--- src/hw/fetch_pkg.sv ---
`default_nettype none

package fetch_pkg;

	////////////////////////////////////////////////////////////
	// shared types
	////////////////////////////////////////////////////////////

	// one instruction or one byte address
	typedef logic [31:0] word_t;

	// addi x0, x0, 0
	localparam word_t NOP_INSTR = 32'h0000_0013;

	////////////////////////////////////////////////////////////
	// state machines
	////////////////////////////////////////////////////////////

	// serial receiver
	typedef enum logic [2:0] {
		rx_idle,
		rx_start,
		rx_data,
		rx_stop,
		rx_handoff
	} rx_state_e;

	// memory programmer
	typedef enum logic [1:0] {
		prog_idle,
		prog_collect,
		prog_write,
		prog_wait_release
	} prog_state_e;

	// next address source in fetch
	typedef enum logic [1:0] {
		pc_seq,
		pc_rel,
		pc_abs
	} pc_sel_e;

endpackage

`default_nettype wire

--- src/hw/fetch_stage.sv ---
`timescale 1ns/1ns
`default_nettype none

module fetch_stage import fetch_pkg::*; #(
	parameter int IMEM_AW = 8
) (
	input  logic               bus,
	input  logic               arst_n,
	input  logic               pc_en,
	input  logic               prog_busy,
	input  logic               branch,
	input  logic               jal,
	input  logic               jalr,
	input  word_t              branch_off,
	input  word_t              rd_data,
	output logic               rd_en,
	output logic [IMEM_AW-1:0] rd_addr,
	output word_t              instr,
	output word_t              instr_pc,
	output logic               instr_valid
);

	word_t   pc_q;
	word_t   next_pc;
	pc_sel_e pc_sel;
	logic    fetch_go;
	logic    redirect;
	logic    valid_q;

	// no fetch while memory is being loaded
	assign fetch_go = pc_en && !prog_busy;

	assign rd_en   = fetch_go;
	// drop the byte offset
	assign rd_addr = pc_q[IMEM_AW+1:2];

	////////////////////////////////////////////////////////////
	// next address
	////////////////////////////////////////////////////////////

	// control only counts against a valid output
	// jalr wins over branch and jal
	always_comb begin
		pc_sel = pc_seq;
		if (valid_q) begin
			if (jalr) begin
				pc_sel = pc_abs;
			end else if (branch || jal) begin
				pc_sel = pc_rel;
			end
		end
	end

	always_comb begin
		case (pc_sel)
			pc_abs:  next_pc = branch_off;
			pc_rel:  next_pc = instr_pc + branch_off;
			default: next_pc = pc_q + 32'd4;
		endcase
	end

	// a taken redirect loads the pc even in a stall cycle
	assign redirect = (pc_sel != pc_seq);

	////////////////////////////////////////////////////////////
	// pc and output registers
	////////////////////////////////////////////////////////////

	always_ff @(posedge bus or negedge arst_n) begin
		if (!arst_n) begin
			pc_q <= '0;
		end else if (prog_busy) begin
			// restart from zero once programming ends
			pc_q <= '0;
		end else if (fetch_go || redirect) begin
			pc_q <= next_pc;
		end
	end

	// address and valid flag of the read in flight
	always_ff @(posedge bus or negedge arst_n) begin
		if (!arst_n) begin
			valid_q  <= 1'b0;
			instr_pc <= '0;
		end else begin
			valid_q <= fetch_go;
			if (fetch_go) begin
				instr_pc <= pc_q;
			end
		end
	end

	// nop whenever nothing valid is out
	assign instr       = valid_q ? rd_data : NOP_INSTR;
	assign instr_valid = valid_q;

	// jalr target taken as is, whatever branch or jal say
	a_jalr_prio: assert property (@(posedge bus) disable iff (!arst_n)
		(instr_valid && jalr && !prog_busy) |=> (pc_q == $past(branch_off)));

	// offsets from decode keep the pc on word boundaries
	a_pc_aligned: assert property (@(posedge bus) disable iff (!arst_n)
		pc_q[1:0] == 2'b00);

endmodule

`default_nettype wire

--- config.mk ---
export PLATFORM = sky130hd
export DESIGN_NAME = fetch_stage
export DESIGN_NICKNAME = d
export VERILOG_FILES = /design/src/hw/fetch_pkg.sv /design/src/hw/fetch_stage.sv
export SDC_FILE = /design/constraint.sdc
export NUM_CORES = 1
export LEC_CHECK = 0
export BUFFER_PORTS_ARGS = -buffer_cell sky130_fd_sc_hd__buf_4
export CORE_UTILIZATION = 54
export CTS_CLUSTER_DIAMETER = 50
export CTS_CLUSTER_SIZE = 28
export DETAILED_ROUTE_END_ITERATION = 10
export PLACE_DENSITY = 0.82
export SKIP_LAST_GASP = 1
export SYNTH_ARGS = -nofsm -noshare
export SYNTH_HDL_FRONTEND = slang
export SYNTH_SLANG_ARGS = --single-unit
--- constraint.sdc ---
create_clock -name bus -period 3.5 [get_ports bus]
set_input_delay 0.35 -clock bus [delete_from_list [all_inputs] [get_ports bus]]
set_output_delay 0.35 -clock bus [all_outputs]
set_load 0.02 [all_outputs]
==> flow_metrics.py <==
metrics = {
    "final_layout": {
        "n_antenna_cell": 0,
        "final_cell_area_um2": 6529,
        "n_fill_cell": 773,
        "fin_nets": 873,
        "area_growth_pct": 26.13,
        "layout_commonest_cell": "buf_4",
        "mostFrequentLayoutCells": "156 x buf_4, 131 x nand2_1, 65 x dfrtp_1",
        "drive_gt1_share_pct": 24.42,
    },
    "timing": {
        "tns_ns": 0,
        "rsz0062_at_grt": "false",
        "fin_crit_ns": 2.917,
        "final_max_slew_viol_count": 0,
        "max_freq_ghz": 0.3428,
        "slew_headroom_pct": 31.46,
        "whs_ns": 0.08184,
        "skew_ns": 0.01400,
        "finalHoldViolCount": 0,
        "period_share_pct": 83.36,
        "setup_viol": 0,
        "tightestPinTransition_ns": 1.026,
    },
    "route": {
        "drt_iter0_drc": 451,
        "via_per_inst": 6.070,
        "drc": 0,
        "dr.pass1.iters": 8,
        "final_antenna_net_count": 0,
        "wl_mm": 16.49,
        "wl_per_cell_um": 18.26,
        "route.vias.total": 5481,
    },
    "clock_tree": {
        "clkSlewWorstSetupHoldPaths_ns": 0.09,
        "cts-htree-levels": 3,
        "post_cts.repair.setup_buffers": 0,
        "clk_path_buf_depth": 2,
        "cts_root_buffer": "clkbuf_8",
        "cts_tree": "yes",
        "cts_sinks": 65,
        "cts_made_buffers": 9,
        "clk_latency_ns": 0.35,
        "postCtsHoldBufs": 0,
        "cts_resized": 0,
    },
    "logic_synthesis": {
        "synth_ff_type": "dfrtp_1",
        "syn_area_per_cell_um2": 8.075,
        "syn-num-nets": 745,
        "postSynthCellCount": 641,
        "synth_edf_count": 0,
        "yosysSeqAreaShare_pct": 31.42,
        "netlist_area_um2": 5176,
        "synth-seq-cells": 65,
        "ys.warnings.count": 0,
        "yosysTopAreaCell": "dfrtp_1",
        "ys_async_sr_fraction_pct": 100.0,
        "synth_area_leaders": "dfrtp_1 31%, nand2_1 9.5%, ha_1 7.7%, xnor2_1 4.6%, a21oi_1 3.9%",
        "synth_top_area_share_pct": 31.42,
        "synth_cell_types": 64,
    },
    "power": {
        "p_leak_nw": 3.198,
        "ir_drop_mv": 0.1998,
        "p_per_area_nw_per_um2": 329.7,
    },
    "critical_path": {
        "end_kind": "flip-flop",
        "worstPathMaxFanout": 5,
        "ff2ff_setup_slack_ns": 0.58,
        "worst-setup-path-type": "reg -> reg",
        "crit_required_ns": 3.78,
        "start_kind": "flip-flop",
        "critPathArrivalTime_ns": 3.20,
    },
    "status": {
        "status": "finished, final reports clean",
    },
    "place": {
        "gp_congestion": 0.9887,
        "dp_hpwl_mm": 12.21,
        "postPlaceCellArea_um2": 6334,
        "portBuffers": 144,
    },
    "floorplan": {
        "dieArea_um2": 9981,
        "rows": 35,
        "ioPinCount": 145,
        "die_w_um": 99.91,
        "core-area_um2": 9284,
        "initial_core_util_pct": 55.75,
        "die_h_um": 99.91,
    },
    "global_route": {
        "antenna_found_initial": 0,
        "grt.total_usage_pct": 32.87,
        "grt_max_degree": 66,
        "grt_pass1_wl_mm": 25.57,
        "overflow": 0,
        "grt_pass1_vias": 5177,
    },
    "min_path": {
        "min-delay-path-class": "in -> async",
    },
    "flow_run": {
        "max-cap-violations": 0,
    },
}
## cells by family (layout without fill, tap and decap cells)
kind of cell             count (synthesis)  in the layout  share of synthesized area, %
AO/OA/AOI/OAI                          166            166                         22.72
XOR/XNOR                                43             43                         7.276
adder cells (fa/ha/maj)                 33             33                         8.122
buffers and inverters                   55            188                         4.641
flip-flops                              65             65                         31.42
multiplexers                             5              5                         1.039
AND/OR/NAND/NOR                        274            274                         24.78
## critical path: stages (launching register included)
cell	delay (ns)
dfrtp_1	0.38
ha_1	0.21
inv_1	0.07
fa_1	0.43
nor2b_4	0.13
o31a_1	0.19
o22ai_4	0.12
o211ai_1	0.42
a31oi_1	0.20
o21ai_0	0.28
mux2i_1	0.22
a21oi_1	0.08
nor2_1	0.12
## final timing paths
kind | from | endpoint | cells after the start
max | instr_pc[0] | pc_q[30] | 12
min | arst_n | instr_pc[3] | 1
max reg2reg | instr_pc[0] | pc_q[30] | 12
min reg2reg | pc_q[0] | instr_pc[0] | 2
max in group asynchronous | arst_n | pc_q[30] | 1
min in group bus | branch_off[18] | pc_q[18] | 3
## cells in the mapped netlist, types with 2 or more instances
cell      instances
o21bai_1          5
o22ai_1           4
a211oi_1          5
and3_1            2
nor2b_1           5
nand2_1         131
xnor2_1          27
a222oi_1         17
o221ai_1          2
buf_2             3
nand2b_1         11
dfrtp_1          65
nand4_1          13
a22oi_1           7
nand3_1          20
and2_1           31
a21o_1           11
o31ai_1           4
mux2_2            3
nor3_1            9
buf_4             8
a21oi_1          40
a31oi_1           8
o21a_1           10
o211ai_1          3
mux2i_1           2
xor2_1           16
nor2_1           43
a41oi_1           2
ha_1             32
clkbuf_1         27
o21ai_0          28
nor3b_2           2
inv_1            15
## area by class of cell
type / count / area (um2) / share of cell area, %
tap: 129 / 161.4 / 2.472
multi-input combinational: 521 / 3314 / 50.77
clock inverter: 7 / 71.32 / 1.092
inverter: 16 / 60.06 / 0.9199
sequential: 65 / 1627 / 24.91
clock buffer: 9 / 123.9 / 1.897
timing repair buffer: 156 / 1171 / 17.94
## stage by stage
| step | setup slack (ns) | power [mW] | utilization (%) | std cells |
|---|---|---|---|---|
| 5_1_grt | 0.3756 | 2.248 | 70.32 | 903 |
| 2_1_floorplan | 0.8337 | 1.254 | - | 641 |
| 4_1_cts | 0.6138 | 2.148 | 70.32 | 903 |
| 3_3_place_gp | 0.6725 | 1.489 | 68.22 | 887 |
| 6_report | 0.5825 | 2.152 | 70.32 | 903 |
| 3_5_place_dp | 0.5661 | 1.504 | 68.22 | 887 |
## sequential cells by signal, indices dropped and copies added (netlist names)
name         count
instr_valid      1
instr_pc        32
pc_q            32
## where the power goes
part | switching [mW] | total [mW] | internal (mW)
logic | 0.370 | 0.655 | 0.285
registers | 0.0535 | 0.847 | 0.794
clock network | 0.323 | 0.651 | 0.327
total | 0.747 | 2.15 | 1.41
## metal layers
layer | vias to the layer above | track usage, % | share of wire (%)
li1 | 2542 | - | -
met1 | 2572 | 40.91 | 39
met2 | 317 | 54.91 | 47
met3 | 50 | 5.432 | 9.8
met4 | 0 | 17.31 | 3.5
met5 | - | 0 | 0
Power figures use the tool's default switching activity.
