File: config.mk
export PLATFORM = sky130hd
export DESIGN_NAME = imem_programmer
export DESIGN_NICKNAME = d
export VERILOG_FILES = /design/src/hw/fetch_pkg.sv /design/src/hw/imem_programmer.sv
export SDC_FILE = /design/constraint.sdc
export NUM_CORES = 1
export LEC_CHECK = 0
export BUFFER_PORTS_ARGS = -buffer_cell sky130_fd_sc_hd__buf_4
export CAP_MARGIN = 30
export CORE_MARGIN = 4
export CORE_UTILIZATION = 40
export CTS_CLUSTER_SIZE = 25
export DETAILED_ROUTE_END_ITERATION = 16
export HOLD_SLACK_MARGIN = 0.15
export PLACE_DENSITY = 0.67
export SYNTH_ARGS = -nofsm -noshare
export SYNTH_HDL_FRONTEND = slang
export SYNTH_SLANG_ARGS = --single-unit
export TNS_END_PERCENT = 20
File: constraint.sdc
create_clock -name bus -period 1.55 [get_ports bus]
set_input_delay 0.0775 -clock bus [delete_from_list [all_inputs] [get_ports bus]]
set_output_delay 0.0775 -clock bus [all_outputs]
set_load 0.005 [all_outputs]
File: src/hw/fetch_pkg.sv
`default_nettype none

package fetch_pkg;

	////////////////////////////////////////////////////////////
	// shared types
	////////////////////////////////////////////////////////////

	// one instruction or one byte address
	typedef logic [31:0] word_t;

	// addi x0, x0, 0
	localparam word_t NOP_INSTR = 32'h0000_0013;

	////////////////////////////////////////////////////////////
	// state machines
	////////////////////////////////////////////////////////////

	// serial receiver
	typedef enum logic [2:0] {
		rx_idle,
		rx_start,
		rx_data,
		rx_stop,
		rx_handoff
	} rx_state_e;

	// memory programmer
	typedef enum logic [1:0] {
		prog_idle,
		prog_collect,
		prog_write,
		prog_wait_release
	} prog_state_e;

	// next address source in fetch
	typedef enum logic [1:0] {
		pc_seq,
		pc_rel,
		pc_abs
	} pc_sel_e;

endpackage

`default_nettype wire

File: src/hw/imem_programmer.sv
`timescale 1ns/1ns
`default_nettype none

module imem_programmer import fetch_pkg::*; #(
	parameter int IMEM_AW = 8
) (
	input  logic               bus,
	input  logic               arst_n,
	input  logic               prog,
	input  logic               byte_req,
	input  logic [7:0]         byte_data,
	output logic               byte_ack,
	output logic               prog_busy,
	output logic               wr_en,
	output logic [IMEM_AW-1:0] wr_addr,
	output word_t              wr_data
);

	prog_state_e        state;
	logic [1:0]         byte_cnt;
	logic [IMEM_AW-1:0] word_addr;
	word_t              word_q;
	logic               byte_take;

	// new byte offered and not yet acked
	assign byte_take = byte_req && !byte_ack;

	////////////////////////////////////////////////////////////
	// byte handshake
	////////////////////////////////////////////////////////////

	// every byte is acked so the receiver never hangs
	// outside of programming the byte is simply dropped
	always_ff @(posedge bus or negedge arst_n) begin
		if (!arst_n) begin
			byte_ack <= 1'b0;
		end else if (byte_take) begin
			byte_ack <= 1'b1;
		end else if (!byte_req) begin
			byte_ack <= 1'b0;
		end
	end

	////////////////////////////////////////////////////////////
	// programming fsm
	////////////////////////////////////////////////////////////

	always_ff @(posedge bus or negedge arst_n) begin
		if (!arst_n) begin
			state     <= prog_idle;
			byte_cnt  <= '0;
			word_addr <= '0;
		end else begin
			case (state)
				prog_idle: begin
					// fresh start at word zero
					if (prog) begin
						state     <= prog_collect;
						byte_cnt  <= '0;
						word_addr <= '0;
					end
				end
				prog_collect: begin
					if (byte_take) begin
						byte_cnt <= byte_cnt + 1'b1;
						if (byte_cnt == 2'd3) begin
							state <= prog_write;
						end
					end else if (!prog) begin
						// partial word is thrown away
						state <= prog_wait_release;
					end
				end
				prog_write: begin
					// write lands this cycle
					word_addr <= word_addr + 1'b1;
					state     <= prog ? prog_collect : prog_wait_release;
				end
				prog_wait_release: begin
					byte_cnt <= '0;
					if (prog) begin
						state     <= prog_collect;
						word_addr <= '0;
					end else if (!byte_req && !byte_ack) begin
						state <= prog_idle;
					end
				end
				default: begin
					state <= prog_idle;
				end
			endcase
		end
	end

	// little endian, first byte ends up in [7:0]
	always_ff @(posedge bus) begin
		if (state == prog_collect && byte_take) begin
			word_q <= {byte_data, word_q[31:8]};
		end
	end

	assign prog_busy = (state != prog_idle);
	assign wr_en     = (state == prog_write);
	assign wr_addr   = word_addr;
	assign wr_data   = word_q;

	// memory is only written while fetch is held off
	a_wr_busy: assert property (@(posedge bus) disable iff (!arst_n)
		wr_en |-> prog_busy);

endmodule

`default_nettype wire

==> metrics.md <==
| Metric | Value |
|---|---|
| Outcome | `finished, final reports clean` |
| Total Wirelength | `3902 um` |
| Die W | `~74 um` |
| Mapped Cells | `114` |
| DP Area | `2277 um2` |
| Placed cells | `220` |
| RSZ-0062 raised after global routing | `yes` |
| Post-placement setup slack | `-0.004784 ns` |
| Skew final | `0.003545 ns` |
| Worst Max-Slew Pin Slew | `0.3623 ns` |
| Total track usage | `14.67%` |
| Fin nets | `208` |
| Critical path arrival | `1.70 ns` |
| Num ports | `55` |
| Final Cycle Share | `97.49%` |
| Clock sinks | `45` |
| Non-Filler Instances | `240` |
| Reg power frac | `46.3%` |
| Post-route setup slack | `0.03897 ns` |
| Multi-input logic area | `470.5 um2` |
| Crit Reg-Reg Endpoint | `wr_addr[7]$_DFFE_PN0P_` |
| Antenna Nets Post-Route | `0` |
| First-pass GRT wire length | `roughly 6000 um` |
| Worst Path Max Fanout | `4` |
| Ys Warns | `0` |
| Total chip power | `0.003412 W` |
| CP Capture Type | `register` |
| Max-capacitance violation count | `0` |
| WP data required | `around 1.7 ns` |
| Worst skew pair latency | `approximately 0.29 ns` |
| Clk slew on worst S/H paths | `roughly 0.08 ns` |
| Type of origin of the critical path | `register` |
| DR vias | `~1.2k` |
| Design area | `2519 um2` |
| Synthesized area per cell | `15.48 um2` |
| HPWL after DPL | `2793 um` |
| Via density | `5.013` |
| Worst hold-check path type | `in -> async` |
| Hold_ws | `~0.16 ns` |
| Initial antenna violation count | `0` |
| R2R Path Start | `state[1]$_DFFE_PN0P_` |
| Filler instances | `322` |
| First-pass detailed-route iteration total | `5` |
| FF-to-FF path depth | `6` |
| Pwr dens | `around 1400 nW/um2` |
| Routed len/inst | `about 16 um` |
| Final min period | `around 1.5 ns` |
| TritonCTS clock tree | `done` |
| Sequential Area | `1286 um2` |
| PortBufs | `54` |
| Inserted Diodes | `0` |
| Worst rel slew slack | `roughly three quarters` |
| CTS root buf | `clkbuf_8` |
| Syn_nets | `133` |
| CTS buffer count | `5` |
| Die area | `5537 um2` |
| R2R setup slack | `0.04 ns` |
| Endpoints failing hold | `0` |
| Yosys reg bits | `45` |
| Fmax | `~660 MHz` |
| Rows | `23` |
| Most common cell after layout, fill and taps aside | `buf_4` |
| Core box area | `4144 um2` |
| Initial Util | `42.57%` |
| Largest net degree at the start of global routing | `18` |
| Leak | `approximately 1.1 nW` |
| Psw | `around 0.0010 W` |
| Netlist cell types | `32` |
| Iteration-0 DRC Markers | `73` |
| Commonest cells after routing, fill and taps aside | `buf_4 (57), edfxtp_1 (32), dfrtp_1 (13)` |
| Logic gate share of total power | `33.2%` |
| Final-report max-slew violation count | `0` |
| Clock Power Share | `20.5%` |
| Sw frac | `30.62%` |
| Vias in the first global route | `roughly 1.2k` |
| GPL Wtd Cong | `roughly 0.82` |
| GR Overflow Total | `0` |
| Synthesized area | `1764 um2` |
| Area growth syn-to-layout | `42.77%` |
| CTS H-Tree Depth | `2` |
| CTS Buffer Depth | `2` |
| Setup-failing EPs final | `0` |
| DRC | `0` |
| Post-synthesis sequential area ratio | `about 73%` |
| VDD IR-drop max | `about 700 uV` |
| Type of the worst setup path | `reg -> reg` |
| Share of layout cells above drive strength 1 | `a little over two fifths` |
| Power Internal | `~0.0024 W` |
| Die height | `74.41 um` |
power groups by stage:
stage / Sequential [W] / Combinational, W / Clock [W]
floorplan: 0.00160 / 0.000530 / 0
global placement: 0.00159 / 0.000922 / 0
detailed placement: 0.00160 / 0.000986 / 0
CTS: 0.00158 / 0.00103 / 0.000720
global route: 0.00160 / 0.00123 / 0.000777
finish: 0.00158 / 0.00113 / 0.000701
area by class of cell:
class / count / share of cell area (%)
Multi-Input combinational cell: 60 / 18.68
Inverter: 6 / 0.8942
Clock buffer: 6 / 2.881
Tap cell: 50 / 2.484
Timing Repair Buffer: 71 / 23.40
Clock inverter: 2 / 0.5961
Sequential cell: 45 / 51.07
flip-flops by register name (all words and copies together), names as in the netlist:
| name | count |
|---|---|
| byte_ack | 1 |
| wr_addr | 8 |
| state | 2 |
| byte_cnt | 2 |
| wr_data | 32 |
logic make-up after synthesis:
logic type / synth area share (%)
adders and majority gates: 4.964
muxes: 1.489
buffers and inverters: 2.340
xor gates and xnor gates: 1.986
AOI/OAI and AO/OA: 7.375
DFF: 72.91
and+or+nand+nor: 8.936
metrics by stage:
stage / utilization [%] / TNS (ns)
5_1_grt: 60.78 / -0.08250
2_1_floorplan: - / 0
3_5_place_dp: 54.95 / -0.007944
6_report: 60.78 / 0
3_3_place_gp: 54.95 / 0
4_1_cts: 59.84 / 0
timing repair:
action / in CTS / in global routing
pin swaps: 0 / 2
hold endpoints to repair: 24 / 0
gates resized for setup: 3 / 9
setup buffers: 0 / 1
endpoints found under the setup margin: 3 / 6
hold buffers: 11 / 0
per-layer routing:
| metal | global-route usage (%) | part of all wire (%) | up-vias |
|---|---|---|---|
| met5 | 0 | 0 | - |
| met1 | 16.52 | 37 | 601 |
| met3 | 4.595 | 5.0 | 4 |
| met2 | 26.05 | 57 | 32 |
| li1 | - | - | 566 |
| met4 | 5.336 | 0.92 | 0 |
how the worst max path moves through the flow:
stage / start / end
after floorplan: state[0]$_DFFE_PN0P_ / wr_addr[6]$_DFFE_PN0P_
after global routing: state[1]$_DFFE_PN0P_ / wr_addr[7]$_DFFE_PN0P_
after detailed placement: state[0]$_DFFE_PN0P_ / wr_addr[6]$_DFFE_PN0P_
after CTS: state[1]$_DFFE_PN0P_ / wr_addr[5]$_DFFE_PN0P_
final: state[1]$_DFFE_PN0P_ / wr_addr[7]$_DFFE_PN0P_
after global placement: state[0]$_DFFE_PN0P_ / wr_addr[6]$_DFFE_PN0P_
worst max-delay path, cell delays in order (launching register included):
cell     delay [ns]
dfrtp_1        0.44
inv_2          0.08
ha_1           0.31
and3_4         0.19
nand4_1        0.10
xnor2_1        0.14
and2_1         0.15
synth_stat cells:
cell type      count  share of area [%]
clkbuf_1           1               0.21
o31ai_1            2               0.85
and3_1             3                1.1
o211ai_1           2               0.85
ha_1               7                5.0
nand2b_1           4                1.4
o21a_1             2               0.85
buf_2              1               0.28
mux2_4             1               0.85
a21o_1             1               0.43
dlygate4sd3_1      1               0.57
edfxtp_1          32                 54
nor3b_1            1               0.43
nand4_1            1               0.35
xnor2_1            3                1.5
nor2b_4            1               0.78
a22o_1             1               0.50
o21ai_0            7                2.0
a21oi_1            2               0.57
nand2_1            8                1.7
a221oi_2           1               0.85
xor2_1             1               0.50
and2_1             2               0.71
nand3_1            5                1.4
and2_2             1               0.43
mux2_2             1               0.64
dfrtp_1           13                 18
inv_2              1               0.21
o311ai_0           1               0.50
nor2_1             1               0.21
inv_1              5                1.1
nand3b_1           1               0.43
Note: power is estimated with default switching activity, not from simulation.
