[config.mk]
export PLATFORM = sky130hd
export DESIGN_NAME = uart_rx
export DESIGN_NICKNAME = d
export VERILOG_FILES = /design/src/hw/fetch_pkg.sv /design/src/hw/uart_rx.sv
export SDC_FILE = /design/constraint.sdc
export NUM_CORES = 1
export LEC_CHECK = 0
export BUFFER_PORTS_ARGS = -buffer_cell sky130_fd_sc_hd__buf_2
export CORE_MARGIN = 3
export CORE_UTILIZATION = 49
export DETAILED_ROUTE_END_ITERATION = 10
export PLACE_DENSITY = 0.72
export SYNTH_ARGS = -nofsm -noshare
export SYNTH_HDL_FRONTEND = slang
export SYNTH_SLANG_ARGS = --single-unit
[constraint.sdc]
create_clock -name bus -period 1.6 [get_ports bus]
set_clock_uncertainty 0.15 [all_clocks]
set_input_delay 0.24 -clock bus [delete_from_list [all_inputs] [get_ports bus]]
set_output_delay 0.24 -clock bus [all_outputs]
set_load 0.1 [all_outputs]
[src/hw/fetch_pkg.sv]
`default_nettype none

package fetch_pkg;

	////////////////////////////////////////////////////////////
	// shared types
	////////////////////////////////////////////////////////////

	// one instruction or one byte address
	typedef logic [31:0] word_t;

	// addi x0, x0, 0
	localparam word_t NOP_INSTR = 32'h0000_0013;

	////////////////////////////////////////////////////////////
	// state machines
	////////////////////////////////////////////////////////////

	// serial receiver
	typedef enum logic [2:0] {
		rx_idle,
		rx_start,
		rx_data,
		rx_stop,
		rx_handoff
	} rx_state_e;

	// memory programmer
	typedef enum logic [1:0] {
		prog_idle,
		prog_collect,
		prog_write,
		prog_wait_release
	} prog_state_e;

	// next address source in fetch
	typedef enum logic [1:0] {
		pc_seq,
		pc_rel,
		pc_abs
	} pc_sel_e;

endpackage

`default_nettype wire

[src/hw/uart_rx.sv]
`timescale 1ns/1ns
`default_nettype none

module uart_rx import fetch_pkg::*; #(
	parameter int CLKS_PER_BIT = 16
) (
	input  logic       bus,
	input  logic       arst_n,
	input  logic       rx,
	input  logic       byte_ack,
	output logic       byte_req,
	output logic [7:0] byte_data
);

	localparam int CNT_W = $clog2(CLKS_PER_BIT) + 1;

	rx_state_e        state;
	logic             rx_meta;
	logic             rx_sync;
	logic [CNT_W-1:0] clk_cnt;
	logic [2:0]       bit_idx;
	logic [7:0]       shift_q;
	logic             mid_tick;
	logic             bit_tick;

	////////////////////////////////////////////////////////////
	// input synchronizer
	////////////////////////////////////////////////////////////

	// line idles high, so reset to one
	always_ff @(posedge bus or negedge arst_n) begin
		if (!arst_n) begin
			rx_meta <= 1'b1;
			rx_sync <= 1'b1;
		end else begin
			rx_meta <= rx;
			rx_sync <= rx_meta;
		end
	end

	// half a bit into the start bit
	assign mid_tick = (clk_cnt == CNT_W'(CLKS_PER_BIT / 2 - 1));
	// one full bit later, middle of the next bit
	assign bit_tick = (clk_cnt == CNT_W'(CLKS_PER_BIT - 1));

	////////////////////////////////////////////////////////////
	// receive fsm
	////////////////////////////////////////////////////////////

	always_ff @(posedge bus or negedge arst_n) begin
		if (!arst_n) begin
			state    <= rx_idle;
			clk_cnt  <= '0;
			bit_idx  <= '0;
			byte_req <= 1'b0;
		end else begin
			case (state)
				rx_idle: begin
					clk_cnt <= '0;
					bit_idx <= '0;
					// falling edge of start bit
					if (!rx_sync) begin
						state <= rx_start;
					end
				end
				rx_start: begin
					if (mid_tick) begin
						clk_cnt <= '0;
						// glitch if line is back high
						state   <= rx_sync ? rx_idle : rx_data;
					end else begin
						clk_cnt <= clk_cnt + 1'b1;
					end
				end
				rx_data: begin
					if (bit_tick) begin
						clk_cnt <= '0;
						bit_idx <= bit_idx + 1'b1;
						if (bit_idx == 3'd7) begin
							state <= rx_stop;
						end
					end else begin
						clk_cnt <= clk_cnt + 1'b1;
					end
				end
				rx_stop: begin
					if (bit_tick) begin
						clk_cnt <= '0;
						// bad stop bit drops the byte
						if (rx_sync) begin
							state    <= rx_handoff;
							byte_req <= 1'b1;
						end else begin
							state <= rx_idle;
						end
					end else begin
						clk_cnt <= clk_cnt + 1'b1;
					end
				end
				rx_handoff: begin
					// four phase: drop req on ack, leave once ack is low
					if (byte_ack) begin
						byte_req <= 1'b0;
					end
					if (!byte_req && !byte_ack) begin
						state <= rx_idle;
					end
				end
				default: begin
					state <= rx_idle;
				end
			endcase
		end
	end

	// lsb first, shifts in from the top
	always_ff @(posedge bus) begin
		if (state == rx_data && bit_tick) begin
			shift_q <= {rx_sync, shift_q[7:1]};
		end
	end

	// only moves in rx_data, so it holds through the handshake
	assign byte_data = shift_q;

	// payload must not move under an open request
	a_data_stable: assert property (@(posedge bus) disable iff (!arst_n)
		byte_req |=> $stable(byte_data));

endmodule

`default_nettype wire

==> key figures <==
Place
  • Input/output buffers: 12
  • Detailed placer's ending HPWL: 1.39 mm
  • Final RePlAce weighted congestion: 0.781

Setup path
  • Max incr delay on CP: 0.45 ns
  • Critical path depth: 4
  • FF-to-FF setup slack: 0.01 ns
  • CP Launch Type: register
  • Combined buffer and inverter count along the critical path: 0
  • Worst EP arrival: 1.64 ns
  • Worst Setup SP: clk_cnt[1]
  • Worst path cell trace: ha_4 > and4b_4 > and3_4 > mux2_2
  • Top cell family by delay on the critical path: flip-flops
  • Reg-to-Reg Start: clk_cnt[1]
  • Required time worst endpoint: 1.65 ns
  • Highest-delay cell along the critical path: dfrtp_1
  • Worst setup path endpoint: bit_idx[0]
  • R2R Path End: bit_idx[0]
  • CP endpoint kind: register
  • Crit path kind: register to register
  • Worst-path fanout max: 6
  • Cell count of the worst reg-to-reg path: 4

Die
  • I/O pin count: 13
  • Core Footprint: 1840 µm²
  • Die width: 51.6 µm
  • Initial cell density of the core: 55.4%
  • Num rows: 15
  • Chip height: 51.6 µm
  • Die area: 2660 µm²

Layout
  • Inserted Diodes: 0
  • # nets final: 114
  • Area delta synth->final: 19.5%
  • Layout cells sized above 1: 30.5%
  • Commonest non-fill, non-tap cells in the layout: dfrtp_1, buf_2, o21ai_0, edfxtp_1
  • Fillcell total: 164

Clock tree
  • CTS Buf Count: 3
  • CTS tree: done
  • Root buffer cell: clkbuf_4
  • Deepest clock path buffer count: 2
  • CTS Sinks: 22
  • CTS H-tree depth: 1
  • Clock latency on the worst-skew pair: 0.31 ns
  • Clk slew on worst S/H paths: 0.12 ns

Routing
  • Initial DRC Count: 23
  • DRT Pass-1 Iters: 4
  • Remaining DRCs: 0
  • Routed wire length: 2.04 mm
  • Final ANT Viol Nets: 0
  • Vias after detailed routing: 737
  • Drt wl/cell: 15.7 µm
  • Vias per cell: 5.67

Logic synthesis
  • Warnings, synthesis: 0
  • Post-synthesis cell area: 1020 µm²
  • Mapped Cells: 85
  • Sequential share of the synthesized area: 58.2%
  • Number of synthesized register bits: 22
  • Syn nets: 93
  • Synth cell types: 30
  • Syn_area_per_cell: 12.0 µm²

Timing
  • Maximum operating frequency: 629 MHz
  • Final hold violation count: 0
  • Relative slew margins: 67.7%
  • Final period util: 99.3%
  • Worst slew pin tran: 0.487 ns
  • RSZ-0062 raised after global routing: true
  • Setup TNS Final: 0 ns
  • Final Slew Violations: 0
  • Final Setup Violations: 0
  • Min cycle time layout: 1.59 ns

Hold path
  • Worst hold path type: input port to register

Power and ir drop
  • Power per Cell Area: 1480 nW/µm²
  • P_leak: 0.512 nW
  • VDD IR max: 948 µV
  • Pwr Total: 1.81 mW

Global route
  • Total grt overflow: 0
  • GRT Overall Usage: 16.7%
  • Initial antenna violation count: 0
  • Vias in the first global route: 653
  • First-pass GRT wire length: 3.17 mm
  • Largest net degree at the start of global routing: 20

Status
  • Status: completed

Job
  • # Max-Cap Violations: 0
area by class of cell:
type | instances | area, µm² | area share, %
Clock buffer | 4 | 26.3 | 2.16
Inverter | 2 | 7.51 | 0.616
Multi-Input combinational cell | 55 | 417 | 34.2
Sequential cell | 22 | 593 | 48.7
Tap cell | 25 | 31.3 | 2.57
Timing Repair Buffer | 22 | 144 | 11.8
flip-flops by register name (all words and copies together), names as in the netlist:
register	cells
clk_cnt	5
bit_idx	3
state	3
byte_data	8
rx_sync	1
byte_req	1
rx_meta	1
stage by stage:
step	util, %	area (µm²)	hold WS, ns	instances	setup slack, ns
after global placement	61.6	1130	-0.00174	122	0.0547
final	66.3	1220	0.0517	130	0.0111
after global routing	66.3	1220	0.0721	130	-0.0508
after CTS	64.1	1180	0.0528	128	0.00349
after floorplan	-	1030	-0.206	85	0.0223
after detailed placement	61.6	1130	0.00110	122	0.0211
worst register-to-register path: stages, from the launching register on:
cell and delay [ns]:
dfrtp_1 0.45, ha_4 0.20, and4b_4 0.23, and3_4 0.21, mux2_2 0.26
synth_stat cells:
| cell type | count | area, µm² |
|---|---|---|
| dfrtp_1 | 12 | 300 |
| edfxtp_1 | 8 | 240 |
| o21ai_0 | 8 | 40.0 |
| nand3_1 | 7 | 35.0 |
| nor2_1 | 5 | 18.8 |
| buf_2 | 4 | 20.0 |
| ha_1 | 4 | 50.1 |
| a311oi_1 | 3 | 26.3 |
| nand4b_1 | 3 | 26.3 |
| o41ai_1 | 3 | 26.3 |
| a21oi_1 | 2 | 10.0 |
| and3b_1 | 2 | 17.5 |
| buf_4 | 2 | 15.0 |
| dfstp_2 | 2 | 52.6 |
| inv_1 | 2 | 7.51 |
| nand2_1 | 2 | 7.51 |
| nand4_1 | 2 | 12.5 |
| o21a_1 | 2 | 15.0 |
| a22oi_1 | 1 | 7.51 |
| a31oi_1 | 1 | 6.26 |
| a32oi_1 | 1 | 8.76 |
| and3_1 | 1 | 6.26 |
| and4b_4 | 1 | 13.8 |
| clkbuf_1 | 1 | 3.75 |
| mux2_2 | 1 | 11.3 |
| mux2i_1 | 1 | 10.0 |
| nand3b_1 | 1 | 7.51 |
| nor3b_1 | 1 | 7.51 |
| o211ai_1 | 1 | 7.51 |
| xnor2_1 | 1 | 8.76 |
where the power goes:
| part | switching (mW) | internal [mW] | total, mW | leakage [nW] |
|---|---|---|---|---|
| clock | 0.159 | 0.0974 | 0.256 | 0.0150 |
| sequential | 0.144 | 0.690 | 0.834 | 0.246 |
| combinational | 0.385 | 0.333 | 0.718 | 0.251 |
| total | 0.688 | 1.12 | 1.81 | 0.512 |
repair_timing:
item	CTS	global route
gates resized for setup	0	4
buffers inserted	0	1
setup endpoints to repair	0	14
hold buffers	2	0
endpoints found under the hold margin	15	0
per-layer routing:
layer	global-route usage [%]	wire (µm)	vias to the layer above
li1	-	-	369
met1	23.2	935	347
met2	23.7	964	17
met3	5.16	106	4
met4	7.86	36	0
met5	0	0	-
worst min path at each step:
stage,from,end,slack (ns),cells past startpoint
floorplan,arst_n,bit_idx[0],-0.21,0
global placement,arst_n,clk_cnt[3],-0.002,1
detailed placement,arst_n,clk_cnt[3],0.001,1
CTS,byte_ack,state[2],0.05,3
global route,byte_ack,state[2],0.07,3
finish,byte_ack,state[2],0.05,3
logic make-up (layout without fill, tap and decap cells):
group	Yosys count	in the layout	synth area share, %
mux	2	2	2.09
buf+inv	9	28	4.54
flops	22	22	58.2
fa+ha+maj	4	4	4.91
xor+xnor	1	1	0.859
compound gates	22	22	14.5
simple gates	25	26	15.0
(Power assumes the default switching activity.)
